$ cat config.mk
export PLATFORM = sky130hd
export DESIGN_NAME = gpio_ctrl
export DESIGN_NICKNAME = d
export VERILOG_FILES = /design/src/rtl/soc_pkg.sv /design/src/rtl/gpio_ctrl.sv
export SDC_FILE = /design/constraint.sdc
export NUM_CORES = 1
export LEC_CHECK = 0
export ABC_AREA = 1
export BUFFER_PORTS_ARGS = -buffer_cell sky130_fd_sc_hd__buf_4
export CORE_MARGIN = 2
export CORE_UTILIZATION = 34
export DETAILED_ROUTE_END_ITERATION = 6
export GPL_ROUTABILITY_DRIVEN = 0
export SETUP_SLACK_MARGIN = 0.15
export SLEW_MARGIN = 20
export SYNTH_ARGS = -nofsm -noshare
export SYNTH_HDL_FRONTEND = slang
export SYNTH_SLANG_ARGS = --single-unit
$ cat constraint.sdc
create_clock -name clk_in -period 1.05 [get_ports clk_in]
set_input_delay 0.0525 -clock clk_in [delete_from_list [all_inputs] [get_ports clk_in]]
set_output_delay 0.0525 -clock clk_in [all_outputs]
set_load 0.01 [all_outputs]
$ cat src/rtl/soc_pkg.sv
// Map decodes bits 16 and 15 only, so each TCM window is 32 KB and GPIO owns every address with bit 16 set
package soc_pkg;

   localparam int DATA_W = 32;        // Bus word
   localparam int ADDR_W = 32;        // Master address
   localparam int OFFS_W = 15;        // Byte offset inside one TCM window

   // Bank bit of the mem view
   localparam logic BANK_CODE = 1'b0; // 0x0000 to 0x7FFF
   localparam logic BANK_DATA = 1'b1; // 0x8000 to 0xFFFF

   // GPIO register indices, index 3 is a hole
   localparam logic [1:0] GPIO_REG_OUT = 2'd0;
   localparam logic [1:0] GPIO_REG_IN  = 2'd1;
   localparam logic [1:0] GPIO_REG_TGL = 2'd2;

   // One address word, read as memory or as peripheral
   typedef union packed {
      struct packed {
         logic [ADDR_W-18:0] pad;     // 31:17
         logic               periph;  // 16
         logic               bank;    // 15
         logic [OFFS_W-1:0]  offset;  // Byte offset in the bank
      } mem;
      struct packed {
         logic [ADDR_W-18:0] pad_hi;  // 31:17
         logic               periph;  // Same bit as in mem view
         logic [11:0]        pad_lo;  // 15:4
         logic [1:0]         reg_idx; // Register select
         logic [1:0]         byte_off;
      } periph;
   } bus_addr_u;

endpackage

$ cat src/rtl/gpio_ctrl.sv
// GPIO_W must not exceed the 32-bit bus word, and gpio_in takes two cycles to become readable
`timescale 1ns/1ps

module gpio_ctrl #(
   parameter int GPIO_W = 16                    // Pad count
) (
   input  logic                        clk_in,
   input  logic                        arst_n,
   input  logic                        en,       // One-cycle strobe
   input  logic                        we,
   input  logic [1:0]                  reg_idx,
   input  logic [3:0]                  bytesel,
   input  logic [soc_pkg::DATA_W-1:0]  din,
   input  logic [GPIO_W-1:0]           gpio_in,  // Asynchronous pins
   output logic [soc_pkg::DATA_W-1:0]  dout,
   output logic                        ready_nxt,
   output logic [GPIO_W-1:0]           gpio_out
);

   localparam int DW = soc_pkg::DATA_W;

   logic [GPIO_W-1:0] in_meta;                   // First sync stage
   logic [GPIO_W-1:0] in_sync;                   // Safe to read
   logic [DW-1:0]     byte_mask;
   logic [GPIO_W-1:0] wr_mask;
   logic [GPIO_W-1:0] wr_bits;                   // Masked write data

   // Expand lane enables to bit mask
   always_comb begin
      for (int i = 0; i < 4; i++)
         byte_mask[8*i +: 8] = {8{bytesel[i]}};
   end

   assign wr_mask = byte_mask[GPIO_W-1:0];
   assign wr_bits = din[GPIO_W-1:0] & wr_mask;

   // Two-flop input synchronizer
   always_ff @(posedge clk_in or negedge arst_n) begin
      if (!arst_n) begin
         in_meta <= '0;
         in_sync <= '0;
      end else begin
         in_meta <= gpio_in;
         in_sync <= in_meta;
      end
   end

   // Output register with set and toggle writes
   always_ff @(posedge clk_in or negedge arst_n) begin
      if (!arst_n) begin
         gpio_out <= '0;
      end else if (en && we) begin
         case (reg_idx)
            soc_pkg::GPIO_REG_OUT: gpio_out <= (gpio_out & ~wr_mask) | wr_bits;
            soc_pkg::GPIO_REG_TGL: gpio_out <= gpio_out ^ wr_bits;  // Flip ones only
            default:               gpio_out <= gpio_out;            // IN and hole ignore writes
         endcase
      end
   end

   // Registered read data
   always_ff @(posedge clk_in) begin
      if (en && !we) begin
         case (reg_idx)
            soc_pkg::GPIO_REG_OUT: dout <= DW'(gpio_out);
            soc_pkg::GPIO_REG_IN:  dout <= DW'(in_sync);
            soc_pkg::GPIO_REG_TGL: dout <= DW'(gpio_out);  // Toggle reads back the outputs
            default:               dout <= '0;
         endcase
      end
   end

   always_ff @(posedge clk_in or negedge arst_n) begin
      if (!arst_n)
         ready_nxt <= 1'b0;
      else
         ready_nxt <= en;
   end

endmodule

# After elaboration in Yosys (flattened, before gate mapping)
# Index checks and enable logic that the tools add are counted.
# word_totals
register_bits	81
in_bits	58
# classes
n_eq_ne	2
reduce_logical	7
mux	2
bitwise_logic	5
# op_table
op	count
$pmux 16 s2	2
$and 16x16->16	2
$not 16->16	1
$or 16x16->16	1
$xor 16x16->16	1
$eq 2x1->1 const B	1
$eq 2x2->1 const B	1
$logic_and 1x1->1	2
$logic_not 2->1	1
$reduce_and 2->1	1
$reduce_bool 2->1	1
$reduce_or 2->1	1
$logic_not 1->1	1

# Longest topological paths before layout
# Gate-level depths: netlist of run 1.
# logic_depth
depth_word	4
ltp_mapped	8

# Worst setup path before layout of run 1
# No wires, ideal clock.
# synth_path
path_type	input to register
from	input port en
to	register dout[0] (netlist bit), enable pin
n_path_buf	0
path_slack_ns	-0.113
arrival_time_ns	0.774
cell_stages	2
path_cell_list	inv_1 nor2_1
# synth_via
elab_chain_cells	1
# synth_lines
item	line	rtl
start: declaration	gpio_ctrl.sv:9	input logic en,
$logic_and 1x1->1	gpio_ctrl.sv:63	if (en && !we) begin
end signal: assignment	gpio_ctrl.sv:65	soc_pkg::GPIO_REG_OUT: dout <= DW'(gpio_out);
end signal: assignment	gpio_ctrl.sv:66	soc_pkg::GPIO_REG_IN: dout <= DW'(in_sync);
end signal: assignment	gpio_ctrl.sv:67	soc_pkg::GPIO_REG_TGL: dout <= DW'(gpio_out);
end: declaration	gpio_ctrl.sv:15	output logic [soc_pkg::DATA_W-1:0] dout,
# No other way between the ends.
# A chain may end at the register's enable or synchronous reset.

==> results_dict.tcl, run 1 <==
set metrics [dict create \
    outcome "completed" \
    core_area_um2 7807 \
    timing.hold.ws_ns 0.06976 \
    via_per_inst 4.494 \
    syn_area_um2 2780 \
    min_period_ns 0.9737 \
    cts_num_sinks 65 \
    regToRegSetupSlack_ns 0.10 \
    grt_util_all_layers_pct 14.95 \
    yosysUniqueCellTypes 21 \
    cts_buffers 9 \
    area_growth_pct 47.21 \
    min_path_type "input port to flip-flop" \
    final_common_cell "nand2_1" \
    clock_skew_ns 0.01087 \
    postRouteAntennaNets 0 \
    drt_iter0_drc 160 \
    cp_top_family "flip-flops" \
    io_buffers 72 \
    fmax_mhz 1027 \
    final_cell_mix "nand2_1 (105), buf_4 (54), dfrtp_1 (44)" \
    die_area_um2 8916 \
    finalSetupTns_ns 0 \
    worstSetupPathType "flip-flop to output pin" \
    hold_viol 0 \
    die_h_um 94.43 \
    dr.pass1.iters 4 \
    fin_cells 506 \
    grt_max_degree 31 \
    grt_pass1_vias 2155 \
    antenna_found_initial 0 \
    wire_per_inst_um 12.54 \
    worst_path_largest_cell_delay_ns 0.45 \
    initial_core_util_pct 35.61 \
    vias 2274 \
    drive_gt1_share_pct 35.64 \
    cts_tree "yes" \
    cp.required_ns 1.00 \
    power_per_cell_area_nw_per_um2 1649 \
    cts_root_buf "clkbuf_8" \
    rsz0062_at_grt "yes" \
    drcViolationCount 0 \
    avgSynthCellArea_um2 9.620 \
    final_max_slew_viol_count 0 \
    fill_cells 735 \
    place_inst 461 \
    overflow 0 \
    cp-end-kind "output pin" \
    crit_path_max_fanout 4 \
    cpMaxStageDelayCell "dfrtp_2" \
    antennaDiodeCount 0 \
    path_buf_inv 1 \
    clkLatencyLatePin_ns 0.33 \
    p_leak_nw 1.991 \
    fin_crit_sh_pct 92.74 \
    htreeDepth 3 \
    ys_seq_elements 65 \
    ir_drop_uv 993.6 \
    dpl.hpwl_um 4438 \
    syn_inst 289 \
    grt_first_pass_wirelength_um 10140 \
    fin_nets 457 \
    cts_buffer_depth 2 \
    die_w_um 94.43 \
    totalWireLength_um 6344 \
    yosysWarnings 0 \
    clk_pin_slew_ns 0.08 \
    timing.max_cap.violations 0 \
    ios 107 \
    yosysSeqAreaShare_pct 61.39 \
    start_kind "flip-flop" \
    worstPathCellList "buf_6" \
    fin_util_pct 52.42 \
    rows 32 \
    crit_arrival_ns 0.92 \
    setup_violations 0 \
    total_power_mw 6.749 \
]
[stage by stage]
stage | setup WS, ns | area [um^2]
after floorplan | 0.1416 | 2839
after global placement | 0.07988 | 3388
after detailed placement | 0.07815 | 3388
after CTS | 0.06030 | 3981
after global routing | 0.02901 | 4093
final | 0.07625 | 4093
[per-layer routing]
metal | vias up | part of all wire (%) | global-route usage, %
met5 | - | 0 | 0
met4 | 0 | 1.5 | 5.314
met3 | 10 | 7.3 | 3.591
met2 | 92 | 49 | 23.87
met1 | 1056 | 42 | 19.99
li1 | 1116 | - | -
[cell type report]
cell class / instances / area [um^2] / share of cell area, %
inverters: 16 / 67.56 / 1.651
multi-input cells: 198 / 925.9 / 22.62
well taps: 102 / 127.6 / 3.118
clock inverters: 5 / 85.08 / 2.079
clock buffers: 11 / 162.7 / 3.974
flip-flops and latches: 65 / 1713 / 41.85
repair buffers: 109 / 1011 / 24.70
[timing repair]
| item | CTS | global route |
|---|---|---|
| hold endpoints to repair | 66 | 0 |
| buffers inserted | 9 | 2 |
| endpoints found under the setup margin | 42 | 57 |
| hold buffers | 18 | 0 |
| resized for setup | 28 | 37 |
| pin swaps | 2 | 9 |
[report_power, final]
| part | switching [mW] | total (mW) | internal (mW) | leakage [nW] |
|---|---|---|---|---|
| clock network | 0.971 | 2.53 | 1.55 | 0.121 |
| registers | 0.183 | 3.00 | 2.82 | 0.741 |
| logic | 0.567 | 1.22 | 0.653 | 1.13 |
[synthesized netlist by cell type (all sizes together)]
| library cell | n | area, um^2 |
|---|---|---|
| o21ai | 10 | 50.05 |
| buf | 25 | 191.4 |
| inv | 16 | 67.56 |
| conb | 1 | 3.750 |
| nand3 | 48 | 257.8 |
| nand2 | 111 | 419.2 |
| nand4 | 1 | 6.260 |
| dfrtp | 49 | 1226 |
| or2 | 7 | 43.79 |
| nor2 | 5 | 33.78 |
| edfxtp | 16 | 480.5 |
[worst paths after layout]
path,start,endpoint,cells past startpoint
max in group asynchronous,arst_n,in_sync[5]$_DFF_PN0_,3
worst max-delay path,flip-flop,gpio_out[8],1
worst min register to register,in_meta[8]$_DFF_PN0_,in_sync[8]$_DFF_PN0_,0
worst min-delay path,din[7],flip-flop,5
worst max register to register,flip-flop,flip-flop,4
min in group asynchronous,arst_n,asynchronous set/reset pin,2
[cell families after synthesis]
family / count (synthesis) / synth area share [%]
simple gates: 172 / 27.36
other cells: 1 / 0.1349
flops: 65 / 61.39
buf+inv: 41 / 9.316
compound gates: 10 / 1.800
[worst min-delay path, cell delays in order]
cell,delay (ns)
buf_4,0.09
nand3_1,0.07
nand2_1,0.05
nand2_1,0.04
nand2_1,0.05
Power figures use the tool's default switching activity.
==> run 2, diff against run 1 <==
- ABC_AREA: 1 -> not set
==> results_dict.tcl, run 2 <==
set metrics [dict create \
    fin_util_pct 55.48 \
    grt_util_all_layers_pct 15.09 \
    min_period_ns 0.9668 \
    cts_root_buf "clkbuf_8" \
    clock_skew_ns 0.007922 \
    fmax_mhz 1034 \
    overflow 0 \
    min_from "din[1]" \
    clkLatencyLatePin_ns 0.35 \
    drive_gt1_share_pct 35.91 \
    dr.pass1.iters 4 \
    worstPathCellList "buf_6" \
    grt_pass1_vias 1954 \
    via_per_inst 4.550 \
    yosysSeqAreaShare_pct 68.23 \
    timing.max_cap.violations 0 \
    rsz0062_at_grt "yes" \
    stdcell_area_um2 3981 \
    syn_area_um2 2501 \
    htreeDepth 3 \
    cts_buffer_depth 2 \
    postRouteAntennaNets 0 \
    clk_pin_slew_ns 0.08 \
    final_cell_mix "buf_4 (53), dfrtp_1 (49), buf_6 (34)" \
    outcome "completed" \
    cp-end-kind "output pin" \
    ios 107 \
    antennaDiodeCount 0 \
    crit_path_max_fanout 1 \
    r2r_cells 3 \
    finalSetupTns_ns 0 \
    fin_nets 390 \
    yosysWarnings 0 \
    crit_arrival_ns 0.91 \
    ir_drop_uv 673.0 \
    cp_top_family "flip-flops" \
    min_path_type "input port to flip-flop" \
    cts_tree "yes" \
    regToRegSetupSlack_ns 0.12 \
    cpMaxStageDelayCell "edfxtp_1" \
    synthFlopType "dfrtp_1" \
    die_area_um2 8059 \
    grt_first_pass_wirelength_um 9439 \
    p_leak_nw 1.804 \
    async_flop_share_pct 75.38 \
    worstSetupPathType "flip-flop to output pin" \
    cts_buffers 9 \
    fill_cells 619 \
    vias 1984 \
    place_area_um2 3171 \
    core_area_um2 7176 \
    totalWireLength_um 5883 \
    final_common_cell "buf_4" \
    path_buf_inv 1 \
    synth.top_cell.area_share_pct 49.02 \
    area_growth_pct 59.18 \
    wire_per_inst_um 13.49 \
    io_buffers 72 \
    drcViolationCount 0 \
    holdPathStages 3 \
    worst_path_largest_cell_delay_ns 0.42 \
    dpl.hpwl_um 3621 \
    start_kind "flip-flop" \
    cp.required_ns 1.00 \
    fin_crit_sh_pct 92.08 \
    synthTopCellsByArea "dfrtp_1 (49%), edfxtp_1 (19%), buf_4 (5.1%)" \
    grt_max_degree 29 \
    synth_most_common_cell "dfrtp_1" \
    avgSynthCellArea_um2 11.91 \
    yosysUniqueCellTypes 23 \
    hold_viol 0 \
    synth_edf_count 16 \
    synth_top_cells_by_count "dfrtp_1 (49), nand2_1 (24), o21ai_0 (21)" \
    power_per_cell_area_nw_per_um2 1811 \
    initial_core_util_pct 34.86 \
    antenna_found_initial 0 \
    die_w_um 89.77 \
    drt_iter0_drc 71 \
    cts_num_sinks 65 \
    setup_violations 0 \
    synth_top_area_cell "dfrtp_1" \
    die_h_um 89.77 \
    syn_inst 210 \
    rows 31 \
    reg2reg_to "dout[9]$_DFFE_PP_" \
    ys_seq_elements 65 \
    final_max_slew_viol_count 0 \
]
==> run 2: worst max-delay path by stage <==
stage | from | endpoint | cells past startpoint
after floorplan | reg_idx[0] | dout[10]$_DFFE_PP_ | 5
after global placement | reg_idx[0] | flip-flop | 5
after detailed placement | reg_idx[0] | flip-flop | 5
after CTS | dout[0]$_DFFE_PP_ | dout[0] | 1
after global routing | flip-flop | gpio_out[12] | 1
final | dout[11]$_DFFE_PP_ | dout[11] | 1
==> run 2: layer usage <==
metal	GRT usage, %	vias up	wire (um)
met5	0	-	0
met4	10.26	0	242
met3	4.275	20	351
met2	23.23	70	2849
met1	18.47	959	2440
li1	-	935	-
==> run 2: what timing repair did <==
action | in CTS | in global routing
hold buffers | 31 | 0
endpoints found under the hold margin | 79 | 0
setup endpoints to repair | 32 | 54
resized for setup | 21 | 33
buffers inserted | 9 | 0
gates cloned | 0 | 0
pin swaps | 0 | 10
==> run 2: kinds of logic (layout without fill, tap and decap cells) <==
group	after synthesis	in the layout	share of synthesized area (%)
mux	1	1	0.4002
buf+inv	42	154	9.155
simple gates	45	45	9.305
other cells	1	16	0.1499
compound gates	56	56	12.76
flops	65	65	68.23
==> run 2: metrics by stage <==
step | instances | power (mW) | setup WS (ns) | hold slack [ns]
CTS | 436 | 7.179 | 0.08645 | 0.0006483
finish | 436 | 7.209 | 0.08316 | 0.02338
floorplan | 225 | 3.593 | 0.1572 | -0.2431
global placement | 380 | 4.153 | -0.02152 | -0.03165
global route | 436 | 7.516 | 0.07519 | 0.02041
detailed placement | 380 | 4.183 | -0.03031 | -0.02620
==> run 2: report_power, final <==
part / internal (mW) / total (mW) / switching, mW / leakage (nW)
Sequential: 2.89 / 3.06 / 0.170 / 0.730
Clock: 1.65 / 2.63 / 0.979 / 0.123
Combinational: 0.850 / 1.53 / 0.675 / 0.951
Total: 5.38 / 7.21 / 1.82 / 1.80
==> run 2: cell type report <==
type / count / area, um^2 / area share [%]
Sequential cell: 65 / 1707 / 42.87
Inverter: 17 / 63.81 / 1.603
Clock inverter: 6 / 115.1 / 2.891
Clock buffer: 10 / 137.6 / 3.457
Timing Repair Buffer: 121 / 1154 / 28.98
Tap cell: 99 / 123.9 / 3.111
Multi-Input combinational cell: 118 / 680.7 / 17.10
==> run 3, diff against run 2 <==
- GPL_TIMING_DRIVEN: not set -> 0
==> results_dict.tcl, run 3 (synthesis gave the netlist of run 2 again) <==
set metrics [dict create \
    outcome "completed" \
    final_common_cell "buf_4" \
    clk_pin_slew_ns 0.07 \
    start_kind "flip-flop" \
    core_area_um2 7176 \
    vias 1972 \
    multi_input_area_um2 684.4 \
    cp-end-kind "output pin" \
    rows 31 \
    drive_gt1_share_pct 40.23 \
    postRouteAntennaNets 0 \
    die_w_um 89.77 \
    seq_area_um2 1707 \
    worstSetupPathType "flip-flop to output pin" \
    drcViolationCount 0 \
    totalWireLength_um 5964 \
    total_power_mw 6.749 \
    timing.max_cap.violations 0 \
    clkLatencyLatePin_ns 0.33 \
    overflow 0 \
    final_cell_mix "buf_4 (63), dfrtp_1 (49), buf_6 (38)" \
    cts_buffers 9 \
    cts_buffer_depth 2 \
    drt_iter0_drc 103 \
    htreeDepth 3 \
    cpMaxStageDelayCell "edfxtp_1" \
    min_from "din[8]" \
    cp_top_family "flip-flops" \
    r2r_cells 2 \
    grt_max_degree 50 \
    fmax_mhz 1060 \
    grt_first_pass_wirelength_um 9411 \
    worst_slew_pin_slew_ns 0.6477 \
    setup_violations 0 \
    worst_path_largest_cell_delay_ns 0.42 \
    dpl.hpwl_um 3735 \
    die_h_um 89.77 \
    startpoint "dout[11]$_DFFE_PP_" \
    min_period_ns 0.9432 \
    hold_viol 0 \
    slew_headroom_pct 56.82 \
    fin_nets 402 \
    area_growth_pct 58.63 \
    antenna_found_initial 0 \
    via_per_inst 4.412 \
    dr.pass1.iters 4 \
    crit_path_max_fanout 1 \
    crit_arrival_ns 0.89 \
    cp.required_ns 1.00 \
    p_leak_nw 1.835 \
    min_path_type "input port to flip-flop" \
    fin_crit_sh_pct 89.83 \
    die_area_um2 8059 \
    holdPathStages 3 \
    io_buffers 72 \
    cts_num_sinks 65 \
    regToRegSetupSlack_ns 0.12 \
    fin_util_pct 55.29 \
    initial_core_util_pct 34.86 \
    grt_pass1_vias 1906 \
    stdcell_area_um2 3968 \
    worstPathCellList "buf_6" \
    place_area_um2 3244 \
    antennaDiodeCount 0 \
    finalSetupTns_ns 0 \
    path_buf_inv 1 \
    clock_skew_ns 0.007650 \
    fill_cells 656 \
    cts_root_buf "clkbuf_8" \
    rsz0062_at_grt "yes" \
    timing.hold.ws_ns 0.006485 \
    final_max_slew_viol_count 0 \
    ir_drop_uv 668.3 \
    wire_per_inst_um 13.34 \
    cts_tree "yes" \
    power_per_cell_area_nw_per_um2 1701 \
    ios 107 \
    grt_util_all_layers_pct 15.09 \
]
run 3: per-stage QoR:
step	setup slack (ns)	std cells
finish	0.1068	447
global route	0.06924	447
CTS	0.1060	446
detailed placement	-0.1641	396
global placement	-0.1697	396
floorplan	0.1572	225
run 3: worst max path at each step:
stage	endpoint	slack [ns]	cells after the start
floorplan	dout[10]$_DFFE_PP_	0.16	5
global placement	flip-flop	-0.17	5
detailed placement	flip-flop	-0.16	5
CTS	dout[11]	0.11	1
global route	dout[11]	0.07	1
finish	dout[11]	0.11	1
run 3: power breakdown:
group / switching [mW] / internal (mW) / leakage, nW
logic: 0.684 / 0.888 / 1.00
registers: 0.172 / 2.89 / 0.730
clock network: 0.924 / 1.19 / 0.100
total: 1.78 / 4.97 / 1.83
run 3: area by class of cell:
class	instances	share of cell area, %
multi-input combinational	118	17.25
sequential	65	43.01
clock inverter	4	1.072
inverter	17	1.608
clock buffer	11	3.816
buffer	25	4.573
tap	99	3.122
timing repair buffer	108	25.54
run 3: routing by layer:
layer | track usage, % | wire, um | part of all wire [%]
met2 | 23.99 | 2909 | 49
met3 | 3.772 | 333 | 5.6
met5 | 0 | 0 | 0
met1 | 19.29 | 2613 | 44
met4 | 7.564 | 107 | 1.8
run 3: timing repair:
action,in CTS,in global routing
endpoints found under the hold margin,74,0
hold buffers,26,0
setup endpoints to repair,32,55
buffers inserted,9,1
pin swaps,0,13
resized for setup,20,51
run 3: worst min-delay path, cell delays in order:
cell     delay [ns]
buf_4          0.09
a21oi_1        0.06
a21oi_2        0.09
