--- config.mk ---
export PLATFORM = sky130hd
export DESIGN_NAME = tcm_arbiter
export DESIGN_NICKNAME = d
export VERILOG_FILES = /design/src/rtl/soc_pkg.sv /design/src/rtl/tcm_arbiter.sv
export SDC_FILE = /design/constraint.sdc
export NUM_CORES = 1
export LEC_CHECK = 0
export ABC_AREA = 1
export BUFFER_PORTS_ARGS = -buffer_cell sky130_fd_sc_hd__buf_2
export CORE_AREA = 2 2 164 166
export CTS_CLUSTER_SIZE = 30
export DETAILED_ROUTE_END_ITERATION = 10
export DIE_AREA = 0 0 166 168
export PLACE_DENSITY = 0.45
export SETUP_SLACK_MARGIN = 0.05
export SYNTH_ARGS = -nofsm -noshare
export SYNTH_HDL_FRONTEND = slang
export SYNTH_SLANG_ARGS = --single-unit
--- constraint.sdc ---
create_clock -name clk_in -period 1.7 [get_ports clk_in]
set_clock_uncertainty 0.15 [all_clocks]
set_input_delay 0.085 -clock clk_in [delete_from_list [all_inputs] [get_ports clk_in]]
set_output_delay 0.085 -clock clk_in [all_outputs]
set_load 0.03 [all_outputs]
--- src/rtl/soc_pkg.sv ---
// Map decodes bits 16 and 15 only, so each TCM window is 32 KB and GPIO owns every address with bit 16 set
package soc_pkg;

   localparam int DATA_W = 32;        // Bus word
   localparam int ADDR_W = 32;        // Master address
   localparam int OFFS_W = 15;        // Byte offset inside one TCM window

   // Bank bit of the mem view
   localparam logic BANK_CODE = 1'b0; // 0x0000 to 0x7FFF
   localparam logic BANK_DATA = 1'b1; // 0x8000 to 0xFFFF

   // GPIO register indices, index 3 is a hole
   localparam logic [1:0] GPIO_REG_OUT = 2'd0;
   localparam logic [1:0] GPIO_REG_IN  = 2'd1;
   localparam logic [1:0] GPIO_REG_TGL = 2'd2;

   // One address word, read as memory or as peripheral
   typedef union packed {
      struct packed {
         logic [ADDR_W-18:0] pad;     // 31:17
         logic               periph;  // 16
         logic               bank;    // 15
         logic [OFFS_W-1:0]  offset;  // Byte offset in the bank
      } mem;
      struct packed {
         logic [ADDR_W-18:0] pad_hi;  // 31:17
         logic               periph;  // Same bit as in mem view
         logic [11:0]        pad_lo;  // 15:4
         logic [1:0]         reg_idx; // Register select
         logic [1:0]         byte_off;
      } periph;
   } bus_addr_u;

endpackage

--- src/rtl/tcm_arbiter.sv ---
// Data port ignores address bits 31 to 17 while a fetch with any of them set faults like a GPIO fetch
`timescale 1ns/1ps

module tcm_arbiter (
   input  logic                        clk_in,
   input  logic                        arst_n,
   // Fetch master
   input  logic                        code_req,
   input  logic [soc_pkg::ADDR_W-1:0]  code_addr,
   output logic                        code_ready,
   output logic [soc_pkg::DATA_W-1:0]  code_rdata,
   output logic                        fetch_fault,
   // Load/store master
   input  logic                        data_req,
   input  logic                        data_we,
   input  logic [soc_pkg::ADDR_W-1:0]  data_addr,
   input  logic [3:0]                  data_bytesel,
   input  logic [soc_pkg::DATA_W-1:0]  data_wdata,
   output logic                        data_ready,
   output logic [soc_pkg::DATA_W-1:0]  data_rdata,
   // Code TCM
   output logic                        code_tcm_en,
   output logic                        code_tcm_we,
   output logic [soc_pkg::OFFS_W-1:0]  code_tcm_addr,
   output logic [3:0]                  code_tcm_bytesel,
   output logic [soc_pkg::DATA_W-1:0]  code_tcm_din,
   input  logic [soc_pkg::DATA_W-1:0]  code_tcm_dout,
   input  logic                        code_tcm_ready_nxt,
   // Data TCM
   output logic                        data_tcm_en,
   output logic                        data_tcm_we,
   output logic [soc_pkg::OFFS_W-1:0]  data_tcm_addr,
   output logic [3:0]                  data_tcm_bytesel,
   output logic [soc_pkg::DATA_W-1:0]  data_tcm_din,
   input  logic [soc_pkg::DATA_W-1:0]  data_tcm_dout,
   input  logic                        data_tcm_ready_nxt,
   // GPIO
   output logic                        gpio_en,
   output logic                        gpio_we,
   output logic [1:0]                  gpio_addr,         // Register index
   output logic [3:0]                  gpio_bytesel,
   output logic [soc_pkg::DATA_W-1:0]  gpio_din,
   input  logic [soc_pkg::DATA_W-1:0]  gpio_dout,
   input  logic                        gpio_ready_nxt
);

   // Target codes
   localparam logic [1:0] TGT_CODE  = 2'd0;
   localparam logic [1:0] TGT_DATA  = 2'd1;
   localparam logic [1:0] TGT_GPIO  = 2'd2;
   localparam logic [1:0] TGT_FAULT = 2'd3;

   soc_pkg::bus_addr_u code_a;
   soc_pkg::bus_addr_u data_a;
   logic [1:0]         code_tgt;     // Decoded this cycle
   logic [1:0]         data_tgt;
   logic [1:0]         code_tgt_q;   // Owner record of the access in flight
   logic [1:0]         data_tgt_q;
   logic               code_busy;
   logic               data_busy;
   logic               fault_q;
   logic [3:0]         tgt_busy;     // Per target, bit 3 never set
   logic               code_grant;
   logic               data_grant;
   logic               data_on_code; // Data master wins code TCM
   logic               data_on_data;

   assign code_a = code_addr;
   assign data_a = data_addr;

   // Fetch decode, anything off the TCMs faults
   always_comb begin
      if (code_a.periph.periph || code_a.mem.pad != '0)
         code_tgt = TGT_FAULT;
      else if (code_a.mem.bank == soc_pkg::BANK_CODE)
         code_tgt = TGT_CODE;
      else
         code_tgt = TGT_DATA;
   end

   // Data decode never faults
   always_comb begin
      if (data_a.periph.periph)
         data_tgt = TGT_GPIO;
      else if (data_a.mem.bank == soc_pkg::BANK_DATA)
         data_tgt = TGT_DATA;
      else
         data_tgt = TGT_CODE;
   end

   // Targets with an access outstanding
   always_comb begin
      tgt_busy = '0;
      if (code_busy && code_tgt_q != TGT_FAULT)
         tgt_busy[code_tgt_q] = 1'b1;
      if (data_busy)
         tgt_busy[data_tgt_q] = 1'b1;
   end

   // Fixed data priority on a shared TCM
   assign data_grant = data_req && !data_busy && !tgt_busy[data_tgt];
   assign code_grant = code_req && !code_busy &&
                       (code_tgt == TGT_FAULT ||
                        (!tgt_busy[code_tgt] && !(data_grant && data_tgt == code_tgt)));

   assign data_on_code = data_grant && data_tgt == TGT_CODE;
   assign data_on_data = data_grant && data_tgt == TGT_DATA;

   // Code TCM steering
   assign code_tcm_en      = data_on_code || (code_grant && code_tgt == TGT_CODE);
   assign code_tcm_we      = data_on_code && data_we;             // Fetches only read
   assign code_tcm_addr    = data_on_code ? data_a.mem.offset : code_a.mem.offset;
   assign code_tcm_bytesel = data_on_code ? data_bytesel : 4'hF;
   assign code_tcm_din     = data_wdata;

   // Data TCM steering
   assign data_tcm_en      = data_on_data || (code_grant && code_tgt == TGT_DATA);
   assign data_tcm_we      = data_on_data && data_we;
   assign data_tcm_addr    = data_on_data ? data_a.mem.offset : code_a.mem.offset;
   assign data_tcm_bytesel = data_on_data ? data_bytesel : 4'hF;
   assign data_tcm_din     = data_wdata;

   // GPIO only seen by the data master
   assign gpio_en      = data_grant && data_tgt == TGT_GPIO;
   assign gpio_we      = data_we;
   assign gpio_addr    = data_a.periph.reg_idx;
   assign gpio_bytesel = data_bytesel;
   assign gpio_din     = data_wdata;

   always_ff @(posedge clk_in or negedge arst_n) begin
      if (!arst_n) begin
         code_busy  <= 1'b0;
         data_busy  <= 1'b0;
         code_tgt_q <= TGT_CODE;
         data_tgt_q <= TGT_CODE;
         fault_q    <= 1'b0;
      end else begin
         code_busy <= code_grant || (code_busy && !code_ready);   // Clears on ready
         data_busy <= data_grant || (data_busy && !data_ready);
         if (code_grant)
            code_tgt_q <= code_tgt;
         if (data_grant)
            data_tgt_q <= data_tgt;
         fault_q <= code_grant && code_tgt == TGT_FAULT;         // Completes next cycle
      end
   end

   // Return path for the fetch master
   always_comb begin
      code_ready = 1'b0;
      code_rdata = '0;
      if (code_busy) begin
         case (code_tgt_q)
            TGT_CODE: begin
               code_ready = code_tcm_ready_nxt;
               code_rdata = code_tcm_dout;
            end
            TGT_DATA: begin
               code_ready = data_tcm_ready_nxt;
               code_rdata = data_tcm_dout;
            end
            default: code_ready = fault_q;                        // Read data stays zero
         endcase
      end
   end

   assign fetch_fault = fault_q;

   // Return path for the data master
   always_comb begin
      data_ready = 1'b0;
      data_rdata = '0;
      if (data_busy) begin
         case (data_tgt_q)
            TGT_CODE: begin
               data_ready = code_tcm_ready_nxt;
               data_rdata = code_tcm_dout;
            end
            TGT_DATA: begin
               data_ready = data_tcm_ready_nxt;
               data_rdata = data_tcm_dout;
            end
            default: begin
               data_ready = gpio_ready_nxt;
               data_rdata = gpio_dout;
            end
         endcase
      end
   end

endmodule

Word level (Yosys, flattened, before mapping)
Cells that the tools add are included.
- flip-flop bits (word level): 7
- bits in latches: 0
- RAM bits: 0
- bits in read-only memories: 0
- input port bits: 204
- output and inout port bits: 213
- memories: 0
- $add $sub $neg: 0
- multipliers: 0
- divide/modulo/power cells: 0
- order comparisons: 6
- equality and inequality tests: 8
- shift operators: 0
- mux-type cells: 26
- bitwise gates (word level): 1
- reductions and logical operators: 37
- operators by type and width (kind ; count):
    $pmux W32 S2 ; 2
    $mux W32 ; 2
    $mux W15 ; 2
    $logic_and A1 B1 Y1 ; 19
    $mux W4 ; 4
    $reduce_bool A15 Y1 ; 1
    $lt A2 B3 Y1 const B ; 4
    $eq A2 B1 Y1 const B ; 4
    $logic_not A2 Y1 ; 4
    $mux W1 ; 8
    $logic_not A1 Y1 ; 7
    $logic_or A1 B1 Y1 ; 6
    $bmux W1 S2 ; 2
    $demux W1 S2 ; 2
    $eq A2 B2 Y1 const B ; 2
    $ge A2 B1 Y1 const B ; 2
    $mux W2 ; 2
    $or A4 B4 Y4 ; 1
    $pmux W1 S2 ; 2
    $eq A2 B2 Y1 ; 1
    $ne A2 B2 Y1 const B ; 1

Depth between registers and ports, before layout
Gate-level depths: netlist (run 1).
- word-level depth: 18
- gate-level depth with buffers: 11

Worst setup path after synthesis (run 1)
No wires, ideal clock.
- kind: register to output
- start: reg data_tgt_q[1]
- end: out code_tcm_en
- arrival: 1797 ps
- data required time: 1465 ps
- slack: -332 ps
- stages on the path, launching flop included: 9
- path buffers: 1
- cell sequence: dfrtp_1 -> buf_6 -> nor2_4 -> nand2_1 -> nand3_1 -> nand3_2 -> nand3_1 -> nand3_1 -> o21ai_0
- cells in the longest elaborated chain, start to end: 17
- RTL lines (what ; line ; RTL):
    start: declaration ; tcm_arbiter.sv:58 ; logic [1:0] data_tgt_q;
    start signal: assignment ; tcm_arbiter.sv:143 ; data_tgt_q <= data_tgt;
    $lt A2 B3 Y1 (not written as such) / $ge A2 B1 Y1 (equally long branches) ; tcm_arbiter.sv:97 ; tgt_busy[data_tgt_q] = 1'b1;
    $logic_and A1 B1 Y1 (not written as such) ; tcm_arbiter.sv:97 ;
    $mux W1 (not written as such) ; tcm_arbiter.sv:97 ;
    $demux W1 S2 (*) ; tcm_arbiter.sv:97 ;
    $or A4 B4 Y4 (no source line) (*) ; n/a ;
    $mux W4 (*) ; tcm_arbiter.sv:96 ; if (data_busy)
    $bmux W1 S2 ; tcm_arbiter.sv:101 ; assign data_grant = data_req && !data_busy && !tgt_busy[data_tgt];
    $mux W1 (not written as such) ; tcm_arbiter.sv:101 ;
    $logic_not A1 Y1 ; tcm_arbiter.sv:101 ;
    $logic_and A1 B1 Y1 ; tcm_arbiter.sv:101 ;
    $logic_and A1 B1 Y1 ; tcm_arbiter.sv:104 ; (!tgt_busy[code_tgt] && !(data_grant && data_tgt == code_tgt)));
    $logic_not A1 Y1 ; tcm_arbiter.sv:104 ;
    $logic_and A1 B1 Y1 ; tcm_arbiter.sv:104 ;
    $logic_or A1 B1 Y1 ; tcm_arbiter.sv:103 ; (code_tgt == TGT_FAULT ||
    $logic_and A1 B1 Y1 ; tcm_arbiter.sv:102 ; assign code_grant = code_req && !code_busy &&
    $logic_and A1 B1 Y1 ; tcm_arbiter.sv:110 ; assign code_tcm_en = data_on_code || (code_grant && code_tgt == TGT_CODE);
    $logic_or A1 B1 Y1 (*) ; tcm_arbiter.sv:110 ;
    end: declaration ; tcm_arbiter.sv:22 ; output logic code_tcm_en,
Mark *: on every way between the ends. The rest lies on a longest branch, timed or not. The select of a mux whose other input is x is not followed.

Final worst setup path (run 1)
- start: reg code_tgt_q[1]
- end: out code_rdata[13] in the netlist's numbering
- cells in the longest elaborated chain, start to end: 3
- RTL lines (what ; line ; RTL):
    start: declaration ; tcm_arbiter.sv:57 ; logic [1:0] code_tgt_q;
    start signal: assignment ; tcm_arbiter.sv:141 ; code_tgt_q <= code_tgt;
    $eq A2 B1 Y1 / $logic_not A2 Y1 (equally long branches) ; tcm_arbiter.sv:153 ; case (code_tgt_q)
    $pmux W32 S2 (*) ; tcm_arbiter.sv:153 ;
    $mux W32 (*) ; tcm_arbiter.sv:152 ; if (code_busy) begin
    end: declaration ; tcm_arbiter.sv:11 ; output logic [soc_pkg::DATA_W-1:0] code_rdata,
Mark *: on every way between the ends. The rest lies on a longest branch, timed or not.

==> impl_metrics.json, run 1 <==
{
  "wl_per_cell_um": 16.4,
  "start_kind": "register",
  "max_freq_ghz": 0.492,
  "power_mw": 6.81,
  "cts_max_level": 1,
  "avgSynthCellArea_um2": 5.49,
  "antenna_found_initial": 2,
  "slew_headroom_pct": 78.9,
  "hold_class": "in2out",
  "firstDrtPassIters": 4,
  "setup_ws_ns": -0.334,
  "hold_violations": 0,
  "maxSlewViolCount": 0,
  "core_area_um2": 26400,
  "p_comb_share_pct": 88.8,
  "p_switching_mw": 3.61,
  "fin_crit_sh_pct": 120,
  "required_ns": 1.46,
  "rsz0062_at_grt": "true",
  "vias": 4373,
  "worst_slew_pin_slew_ns": 0.316,
  "critPathKind": "reg2out",
  "status": "complete, but fails checks",
  "routabilityCongestion": 0.812,
  "clkSlewWorstSetupHoldPaths_ns": 0.04,
  "drt_iter0_drc": 186,
  "synth_area_leaders": "buf_4 25%, inv_1 16%, nand2_1 12%",
  "synth_top_cell_by_area": "buf_4",
  "swShare_pct": 53.0,
  "cts_tree": "done",
  "grt_max_degree": 33,
  "crit_arrival_ns": 1.80,
  "power.internal_mw": 3.20,
  "final_common_cell": "buf_2",
  "num_rows": 60,
  "nNetsFinal": 1007,
  "p_leak_nw": 3.56,
  "port_buffers": 273,
  "final_core_util_pct": 26.4,
  "gr-total-overflow": 0,
  "yosys.area.top_type_share_pct": 25.0,
  "numCtsBuffers": 3,
  "synth_fa_ha_area_share_pct": 0,
  "synth-seq-area-share_pct": 5.61,
  "seq_power_share_pct": 5.2,
  "die_h_um": 168,
  "grt_pass1_vias": 4132,
  "synth_mux_area_share_pct": 0,
  "synth_top_family_by_area": "buffers and inverters",
  "synth_seq_cells": 7,
  "crit_path_end_kind": "output pin",
  "grt_pass1_wl_um": 23500,
  "grt_use_total_pct": 10.6,
  "area_growth_pct": 123,
  "dp.final_hpwl_um": 12500,
  "synth_simple_gate_area_share_pct": 22.2,
  "initial_core_util_pct": 11.8,
  "setup_violations": 111,
  "dieArea_um2": 27900,
  "syn-num-nets": 772,
  "viasPerCell": 3.82,
  "drive_gt1_share_pct": 67.5,
  "drtAntennaViolNets": 0,
  "drc": 0,
  "fin_tns_setup_ns": -24.98,
  "ios": 417,
  "p_per_area_nw_per_um2": 977,
  "synth.distinct_cells": 28,
  "cts_max_path_buffers": 2,
  "die_w_um": 166,
  "synth_compound_area_share_pct": 26.4,
  "drv_cap": 0,
  "min_period_ns": 2.03,
  "whs_ns": 0.0200,
  "layout_common_cells": "164 x buf_2, 124 x inv_1, 117 x buf_6",
  "syn-instance-count": 568,
  "synthXorXnorAreaFrac_pct": 0,
  "routed_wl_um": 18800,
  "clock_sinks": 7,
  "insertion_delay_ns": 0.23,
  "ys_warn_count": 0,
  "p_clk_share_pct": 6.0,
  "ir_drop_uv": 452,
  "syn_area_um2": 3120,
  "dpl_worst_slack_ns": -0.187,
  "cp_max_fo": 6,
  "violations": "setup timing",
  "clockRootBuffer": "clkbuf_16"
}
[layout make-up]
class                      instances  area (um^2)
multi-input combinational        301         2610
clock buffer                       4         78.8
tap                              341          427
antenna                            1         2.50
timing repair buffer             359         3150
inverter                         131          519
sequential                         7          183
fill                            2867        19400
[power by group through the flow]
| stage | clock (mW) | sequential (mW) | combinational (mW) |
|---|---|---|---|
| after detailed placement | 0 | 0.315 | 3.68 |
| after floorplan | 0 | 0.296 | 2.72 |
| final | 0.409 | 0.354 | 6.05 |
| after global routing | 0.433 | 0.368 | 6.45 |
| after CTS | 0.414 | 0.323 | 4.69 |
| after global placement | 0 | 0.313 | 3.68 |
[sequential cells by signal (all words and copies together), names as in the netlist]
name,cells
data_tgt_q,2
data_busy,1
code_busy,1
code_tgt_q,2
fetch_fault,1
[logic make-up (layout without fill, tap and decap cells)]
logic type,after synthesis,count (layout)
buf+inv,260,494
simple gates,169,169
compound gates,132,132
flops,7,7
other cells,0,1
[through the flow]
step	cells	area [um^2]
floorplan	568	3400
global placement	1096	4690
detailed placement	1096	4690
CTS	1117	5640
global route	1144	6970
finish	1144	6970
[path summary, 6_finish.rpt]
| check | start | to | slack, ns | depth (start not counted) |
|---|---|---|---|---|
| max reg2reg | data_tgt_q[1]$_DFFE_PN0P_ | code_tgt_q[0]$_DFFE_PN0P_ | -0.05 | 13 |
| min | data_wdata[29] | code_tcm_din[29] | 0.02 | 0 |
| max in group asynchronous | arst_n | data_tgt_q[0]$_DFFE_PN0P_ | 1.12 | 2 |
| max | code_tgt_q[1]$_DFFE_PN0P_ | code_rdata[13] | -0.33 | 8 |
| min in group asynchronous | arst_n | fetch_fault$_DFF_PN0_ | 0.09 | 2 |
| min reg2reg | code_tgt_q[1]$_DFFE_PN0P_ | code_tgt_q[1]$_DFFE_PN0P_ | 0.41 | 2 |
[metal layers]
metal | global-route usage [%] | up-vias | wire (um)
met5 | 0 | - | 13
met4 | 2.53 | 2 | 403
met3 | 2.47 | 50 | 1270
met2 | 19.0 | 162 | 9560
met1 | 12.8 | 2039 | 7560
li1 | - | 2120 | -
[timing repair]
| item | CTS | global route |
|---|---|---|
| hold buffers | 1 | 0 |
| hold endpoints to repair | 7 | 0 |
| cloned | 2 | 11 |
| setup endpoints to repair | 111 | 113 |
| setup buffers | 14 | 17 |
| pin swaps | 2 | 16 |
| gates resized for setup | 256 | 249 |
[critical path, cell delays in order (launching register included)]
cell,delay [ns]
dfrtp_2,0.44
inv_2,0.09
nand3_4,0.07
buf_6,0.13
buf_12,0.12
buf_16,0.14
buf_16,0.16
o22ai_4,0.23
buf_6,0.17
[cells in the mapped netlist]
master,count
inv_1,130
o21ai_1,2
nand2_2,1
nor2_1,53
buf_2,2
o22ai_1,29
buf_1,2
clkbuf_1,14
dfrtp_1,7
a21oi_1,1
nand4_1,2
o221ai_1,1
nand3_2,2
a221oi_1,1
a31oi_1,2
nand2_4,2
buf_8,1
o21ai_2,30
nand2_1,96
buf_4,104
o21ai_0,64
nor2_4,1
nand3_1,11
o21bai_1,1
inv_4,1
nor2_2,1
buf_6,6
o21a_1,1
(Power assumes the default switching activity.)
==> run 2: changes to the inputs <==
Settings changed: BUFFER_PORTS_ARGS -buffer_cell sky130_fd_sc_hd__buf_2 to not set, DONT_BUFFER_PORTS set to 1, PLACE_DENSITY 0.45 to 0.31.
==> impl_metrics.json, run 2 (synthesis gave the netlist of run 1 again) <==
{
  "clock_sinks": 7,
  "insertion_delay_ns": 0.24,
  "cp-endpoint": "data_tcm_en",
  "hold_depth": 0,
  "layout_common_cells": "95 x inv_1, 67 x buf_6, 56 x nand2_1",
  "multi_input_area_um2": 2800,
  "antenna_found_initial": 2,
  "drv_cap": 0,
  "violations": "setup timing",
  "routed_wl_um": 16500,
  "grt_pass1_wl_um": 23000,
  "p_per_area_nw_per_um2": 1040,
  "port_buffers": 0,
  "area_growth_pct": 82.4,
  "n_fill_cell": 2932,
  "vias": 3572,
  "die_h_um": 168,
  "cts_max_path_buffers": 2,
  "cts_max_level": 1,
  "clockRootBuffer": "clkbuf_16",
  "power_mw": 5.91,
  "reg_top3": "code_tgt_q x2, data_tgt_q x2",
  "rr_worst_depth": 13,
  "start_kind": "register",
  "fin_crit_sh_pct": 119,
  "core_area_um2": 26400,
  "ios": 417,
  "clkSlewWorstSetupHoldPaths_ns": 0.03,
  "wl_per_cell_um": 17.8,
  "dp.final_hpwl_um": 12200,
  "cp_max_fo": 5,
  "grt_use_total_pct": 10.6,
  "setup_violations": 112,
  "dieArea_um2": 27900,
  "setup_ws_ns": -0.315,
  "initial_core_util_pct": 11.8,
  "crit_arrival_ns": 1.78,
  "ir_drop_uv": 505,
  "drive_gt1_share_pct": 62.6,
  "routabilityCongestion": 0.777,
  "slew_headroom_pct": 74.6,
  "hold_violations": 0,
  "fin_tns_setup_ns": -23.25,
  "required_ns": 1.46,
  "drc": 0,
  "grt_max_degree": 29,
  "firstDrtPassIters": 4,
  "worst_slew_pin_slew_ns": 0.379,
  "gr-total-overflow": 0,
  "r2r_end": "code_tgt_q[0]$_DFFE_PN0P_",
  "die_w_um": 166,
  "cts_tree": "done",
  "drtAntennaViolNets": 0,
  "num_rows": 60,
  "p_leak_nw": 2.53,
  "min_period_ns": 2.01,
  "maxSlewViolCount": 0,
  "crit_path_end_kind": "output pin",
  "numCtsBuffers": 3,
  "viasPerCell": 3.85,
  "nNetsFinal": 790,
  "max_freq_ghz": 0.496,
  "startpoint": "code_tgt_q[0]$_DFFE_PN0P_",
  "drt_iter0_drc": 103,
  "register_area_um2": 183,
  "final_common_cell": "inv_1",
  "status": "complete, but fails checks",
  "r2r_start": "data_tgt_q[1]$_DFFE_PN0P_",
  "rsz0062_at_grt": "true",
  "grt_pass1_vias": 3626,
  "r2r_slack_ns": -0.10,
  "critPathKind": "reg2out",
  "hold_class": "in2out"
}
-- run 2: layer usage --
layer  global-route usage [%]  share of wire (%)  vias up
met5                        0                  0        -
met4                     4.08                3.1        0
met3                     2.42                5.8       39
met2                     17.8                 50      138
met1                     13.2                 41     1712
li1                         -                  -     1683
-- run 2: layout make-up --
| class | instances | area share, % |
|---|---|---|
| Tap cell | 341 | 7.50 |
| Antenna cell | 2 | 0.0880 |
| Multi-Input combinational cell | 301 | 49.2 |
| Clock buffer | 4 | 1.39 |
| Inverter | 131 | 8.97 |
| Sequential cell | 7 | 3.21 |
| Timing Repair Buffer | 142 | 29.7 |
-- run 2: report_power, final --
group / internal [mW] / leakage [nW] / switching, mW / total (mW)
logic: 1.98 / 2.41 / 3.15 / 5.13
registers: 0.244 / 0.0764 / 0.125 / 0.369
clock network: 0.312 / 0.0382 / 0.0934 / 0.406
-- run 2: worst min path at each step --
| stage | from | endpoint | slack (ns) |
|---|---|---|---|
| floorplan | arst_n | code_busy$_DFF_PN0_ | -0.36 |
| CTS | data_addr[3] | gpio_addr[1] | 0.02 |
| detailed placement | arst_n | fetch_fault$_DFF_PN0_ | -0.36 |
| global route | data_we | gpio_we | 0.02 |
| finish | data_we | gpio_we | 0.02 |
| global placement | arst_n | fetch_fault$_DFF_PN0_ | -0.36 |
-- run 2: stage by stage --
stage / area [um^2] / util (%) / setup WS, ns / instances / hold WS, ns
4_1_cts: 5020 / 19.1 / -0.297 / 910 / 0.0202
6_report: 5690 / 21.6 / -0.315 / 928 / 0.0200
5_1_grt: 5690 / 21.6 / -0.401 / 927 / 0.0200
2_1_floorplan: 3400 / - / -0.0737 / 568 / -0.361
3_3_place_gp: 3730 / 14.2 / -0.162 / 881 / -0.360
3_5_place_dp: 3730 / 14.2 / -0.172 / 881 / -0.360
-- run 2: repair_timing --
action                     in CTS  in global routing
resized for setup             269                148
hold buffers                    3                  0
setup buffers                  20                 22
hold endpoints to repair        9                  0
gates cloned                    6                  3
pin swaps                      21                 39
setup endpoints to repair     114                115
-- run 2: worst max-delay path, stage by stage, from the launching register on --
cell and delay, ns:
dfrtp_2 0.45, nand3_4 0.12, buf_6 0.12, buf_8 0.10, nand2_2 0.04, inv_2 0.04, nand4_1 0.08, nand2_1 0.15
nand3_4 0.12, o21ai_4 0.31
==> run 3: changes to the inputs <==
Settings changed: GPL_TIMING_DRIVEN set to 0.
==> impl_metrics.json, run 3 (synthesis gave the netlist of run 1 again) <==
{
  "violations": "setup timing",
  "layout_common_cells": "122 x buf_4, 92 x inv_1, 51 x nand2_1",
  "worst_slew_pin_slew_ns": 0.678,
  "routabilityCongestion": 0.797,
  "maxSlewViolCount": 0,
  "antenna_found_initial": 1,
  "hold_violations": 0,
  "initial_core_util_pct": 11.8,
  "drc": 0,
  "setup_ws_ns": -0.392,
  "path_depth": 10,
  "cp_cell_sequence": "buf_6 > nor2_4 > nand2_4 > nand3_2 > nand3_2 > nand2_4 > inv_8 > nand2_8 > buf_12 > o21ai_4",
  "firstDrtPassIters": 4,
  "max_freq_ghz": 0.478,
  "cpPeakStageDelay_ns": 0.41,
  "die_w_um": 166,
  "r2r_slack_ns": -0.17,
  "r2r_end": "code_tgt_q[0]$_DFFE_PN0P_",
  "crit_path_end_kind": "output pin",
  "cp_max_fo": 10,
  "grt_use_total_pct": 11.7,
  "place_inst": 909,
  "drtAntennaViolNets": 0,
  "p_per_area_nw_per_um2": 1110,
  "whs_ns": 0.0415,
  "grt_pass1_wl_um": 24800,
  "drive_gt1_share_pct": 68.9,
  "grt_max_degree": 11,
  "cp_num_buf_inv": 3,
  "crit_arrival_ns": 1.86,
  "reg_top3": "code_tgt_q x2, data_tgt_q x2",
  "port_buffers": 0,
  "wl_per_cell_um": 18.9,
  "fin_cells": 970,
  "slew_headroom_pct": 54.8,
  "numCtsBuffers": 3,
  "hold_start": "data_tcm_ready_nxt",
  "hold_class": "in2reg",
  "p_leak_nw": 2.79,
  "critPathKind": "reg2out",
  "final_core_util_pct": 23.6,
  "min_period_ns": 2.09,
  "num_rows": 60,
  "fin_area_um2": 6210,
  "startpoint": "code_tgt_q[1]$_DFFE_PN0P_",
  "clkSlewWorstSetupHoldPaths_ns": 0.04,
  "fin_crit_sh_pct": 123,
  "r2r_start": "code_tgt_q[1]$_DFFE_PN0P_",
  "cts_max_level": 1,
  "ios": 417,
  "clockRootBuffer": "clkbuf_16",
  "nNetsFinal": 833,
  "cp-endpoint": "code_tcm_addr[13]",
  "cts_max_path_buffers": 2,
  "cts_tree": "done",
  "fin_tns_setup_ns": -30.99,
  "required_ns": 1.46,
  "dp.final_hpwl_um": 14100,
  "die_h_um": 168,
  "viasPerCell": 3.90,
  "rsz0062_at_grt": "true",
  "drt_iter0_drc": 128,
  "area_growth_pct": 99.1,
  "dieArea_um2": 27900,
  "insertion_delay_ns": 0.23,
  "n_fill_cell": 2887,
  "setup_violations": 112,
  "placed_area_um2": 3820,
  "status": "complete, but fails checks",
  "cp_top_family": "simple AND/OR/NAND/NOR gates",
  "grt_pass1_vias": 3692,
  "final_common_cell": "buf_4",
  "rr_worst_depth": 14,
  "routed_wl_um": 18300,
  "ir_drop_uv": 459,
  "core_area_um2": 26400,
  "gr-total-overflow": 0,
  "critPathSlowestCell": "dfrtp_1",
  "start_kind": "register",
  "drv_cap": 0,
  "clock_sinks": 7,
  "vias": 3780
}
==> run 3: cell types whose count changed in the layout (fill, tap and decap cells not counted), sizes merged <==
cell and delta:
clkbuf +9, dlygate4sd3 -1, diode -1, buf +35
==> run 3: worst min path at each step <==
| stage | slack (ns) | to | cells after the start |
|---|---|---|---|
| final | 0.04 | data_busy$_DFF_PN0_ | 3 |
| after global routing | 0.06 | data_busy$_DFF_PN0_ | 3 |
| after CTS | 0.02 | data_busy$_DFF_PN0_ | 3 |
| after detailed placement | -0.36 | data_tgt_q[1]$_DFFE_PN0P_ | 0 |
| after global placement | -0.36 | data_tgt_q[1]$_DFFE_PN0P_ | 0 |
| after floorplan | -0.36 | code_busy$_DFF_PN0_ | 0 |
==> run 3: power by group <==
| group | leakage, nW | switching, mW | internal, mW | total (mW) |
|---|---|---|---|---|
| clock network | 0.0382 | 0.0884 | 0.312 | 0.400 |
| registers | 0.0802 | 0.110 | 0.236 | 0.346 |
| logic | 2.68 | 3.82 | 2.35 | 6.17 |
| total | 2.79 | 4.02 | 2.90 | 6.91 |
==> run 3: layout make-up <==
class / count / area (um^2) / area share (%)
antenna: 1 / 2.50 / 0.0403
clock buffer: 4 / 78.8 / 1.27
inverter: 131 / 520 / 8.38
timing repair buffer: 58 / 783 / 12.6
buffer: 127 / 1180 / 18.9
multi-input combinational: 301 / 3050 / 49.0
sequential: 7 / 178 / 2.86
tap: 341 / 427 / 6.87
==> run 3: timing repair <==
| item | CTS | global route |
|---|---|---|
| buffers inserted | 32 | 19 |
| hold endpoints to repair | 8 | 0 |
| endpoints found under the setup margin | 115 | 115 |
| resized for setup | 304 | 180 |
| hold buffers | 2 | 0 |
| cloned | 6 | 4 |
| pin swaps | 31 | 42 |
==> run 3: per-layer routing <==
metal,track usage (%),wire length (um)
met5,0,0
met4,1.59,232
met3,2.30,1060
met2,21.2,9530
met1,14.8,7490
==> run 3: stage by stage <==
step | power, mW | worst slack (ns)
floorplan | 3.01 | -0.0737
global placement | 3.79 | -1.02
detailed placement | 3.79 | -0.927
CTS | 5.82 | -0.390
global route | 7.32 | -0.469
finish | 6.91 | -0.392
==> run 3: worst register-to-register path, stage by stage (launching register included) <==
cell and delay [ns]:
dfrtp_1 0.42, buf_6 0.14, nor2_4 0.14, nand2_4 0.08, buf_6 0.12, buf_8 0.13, nand2_4 0.05, inv_2 0.03
nand4_1 0.07, nand2_2 0.07, nand3_4 0.10, buf_6 0.13, nand2_2 0.04, nand2_1 0.05, nand2_1 0.05
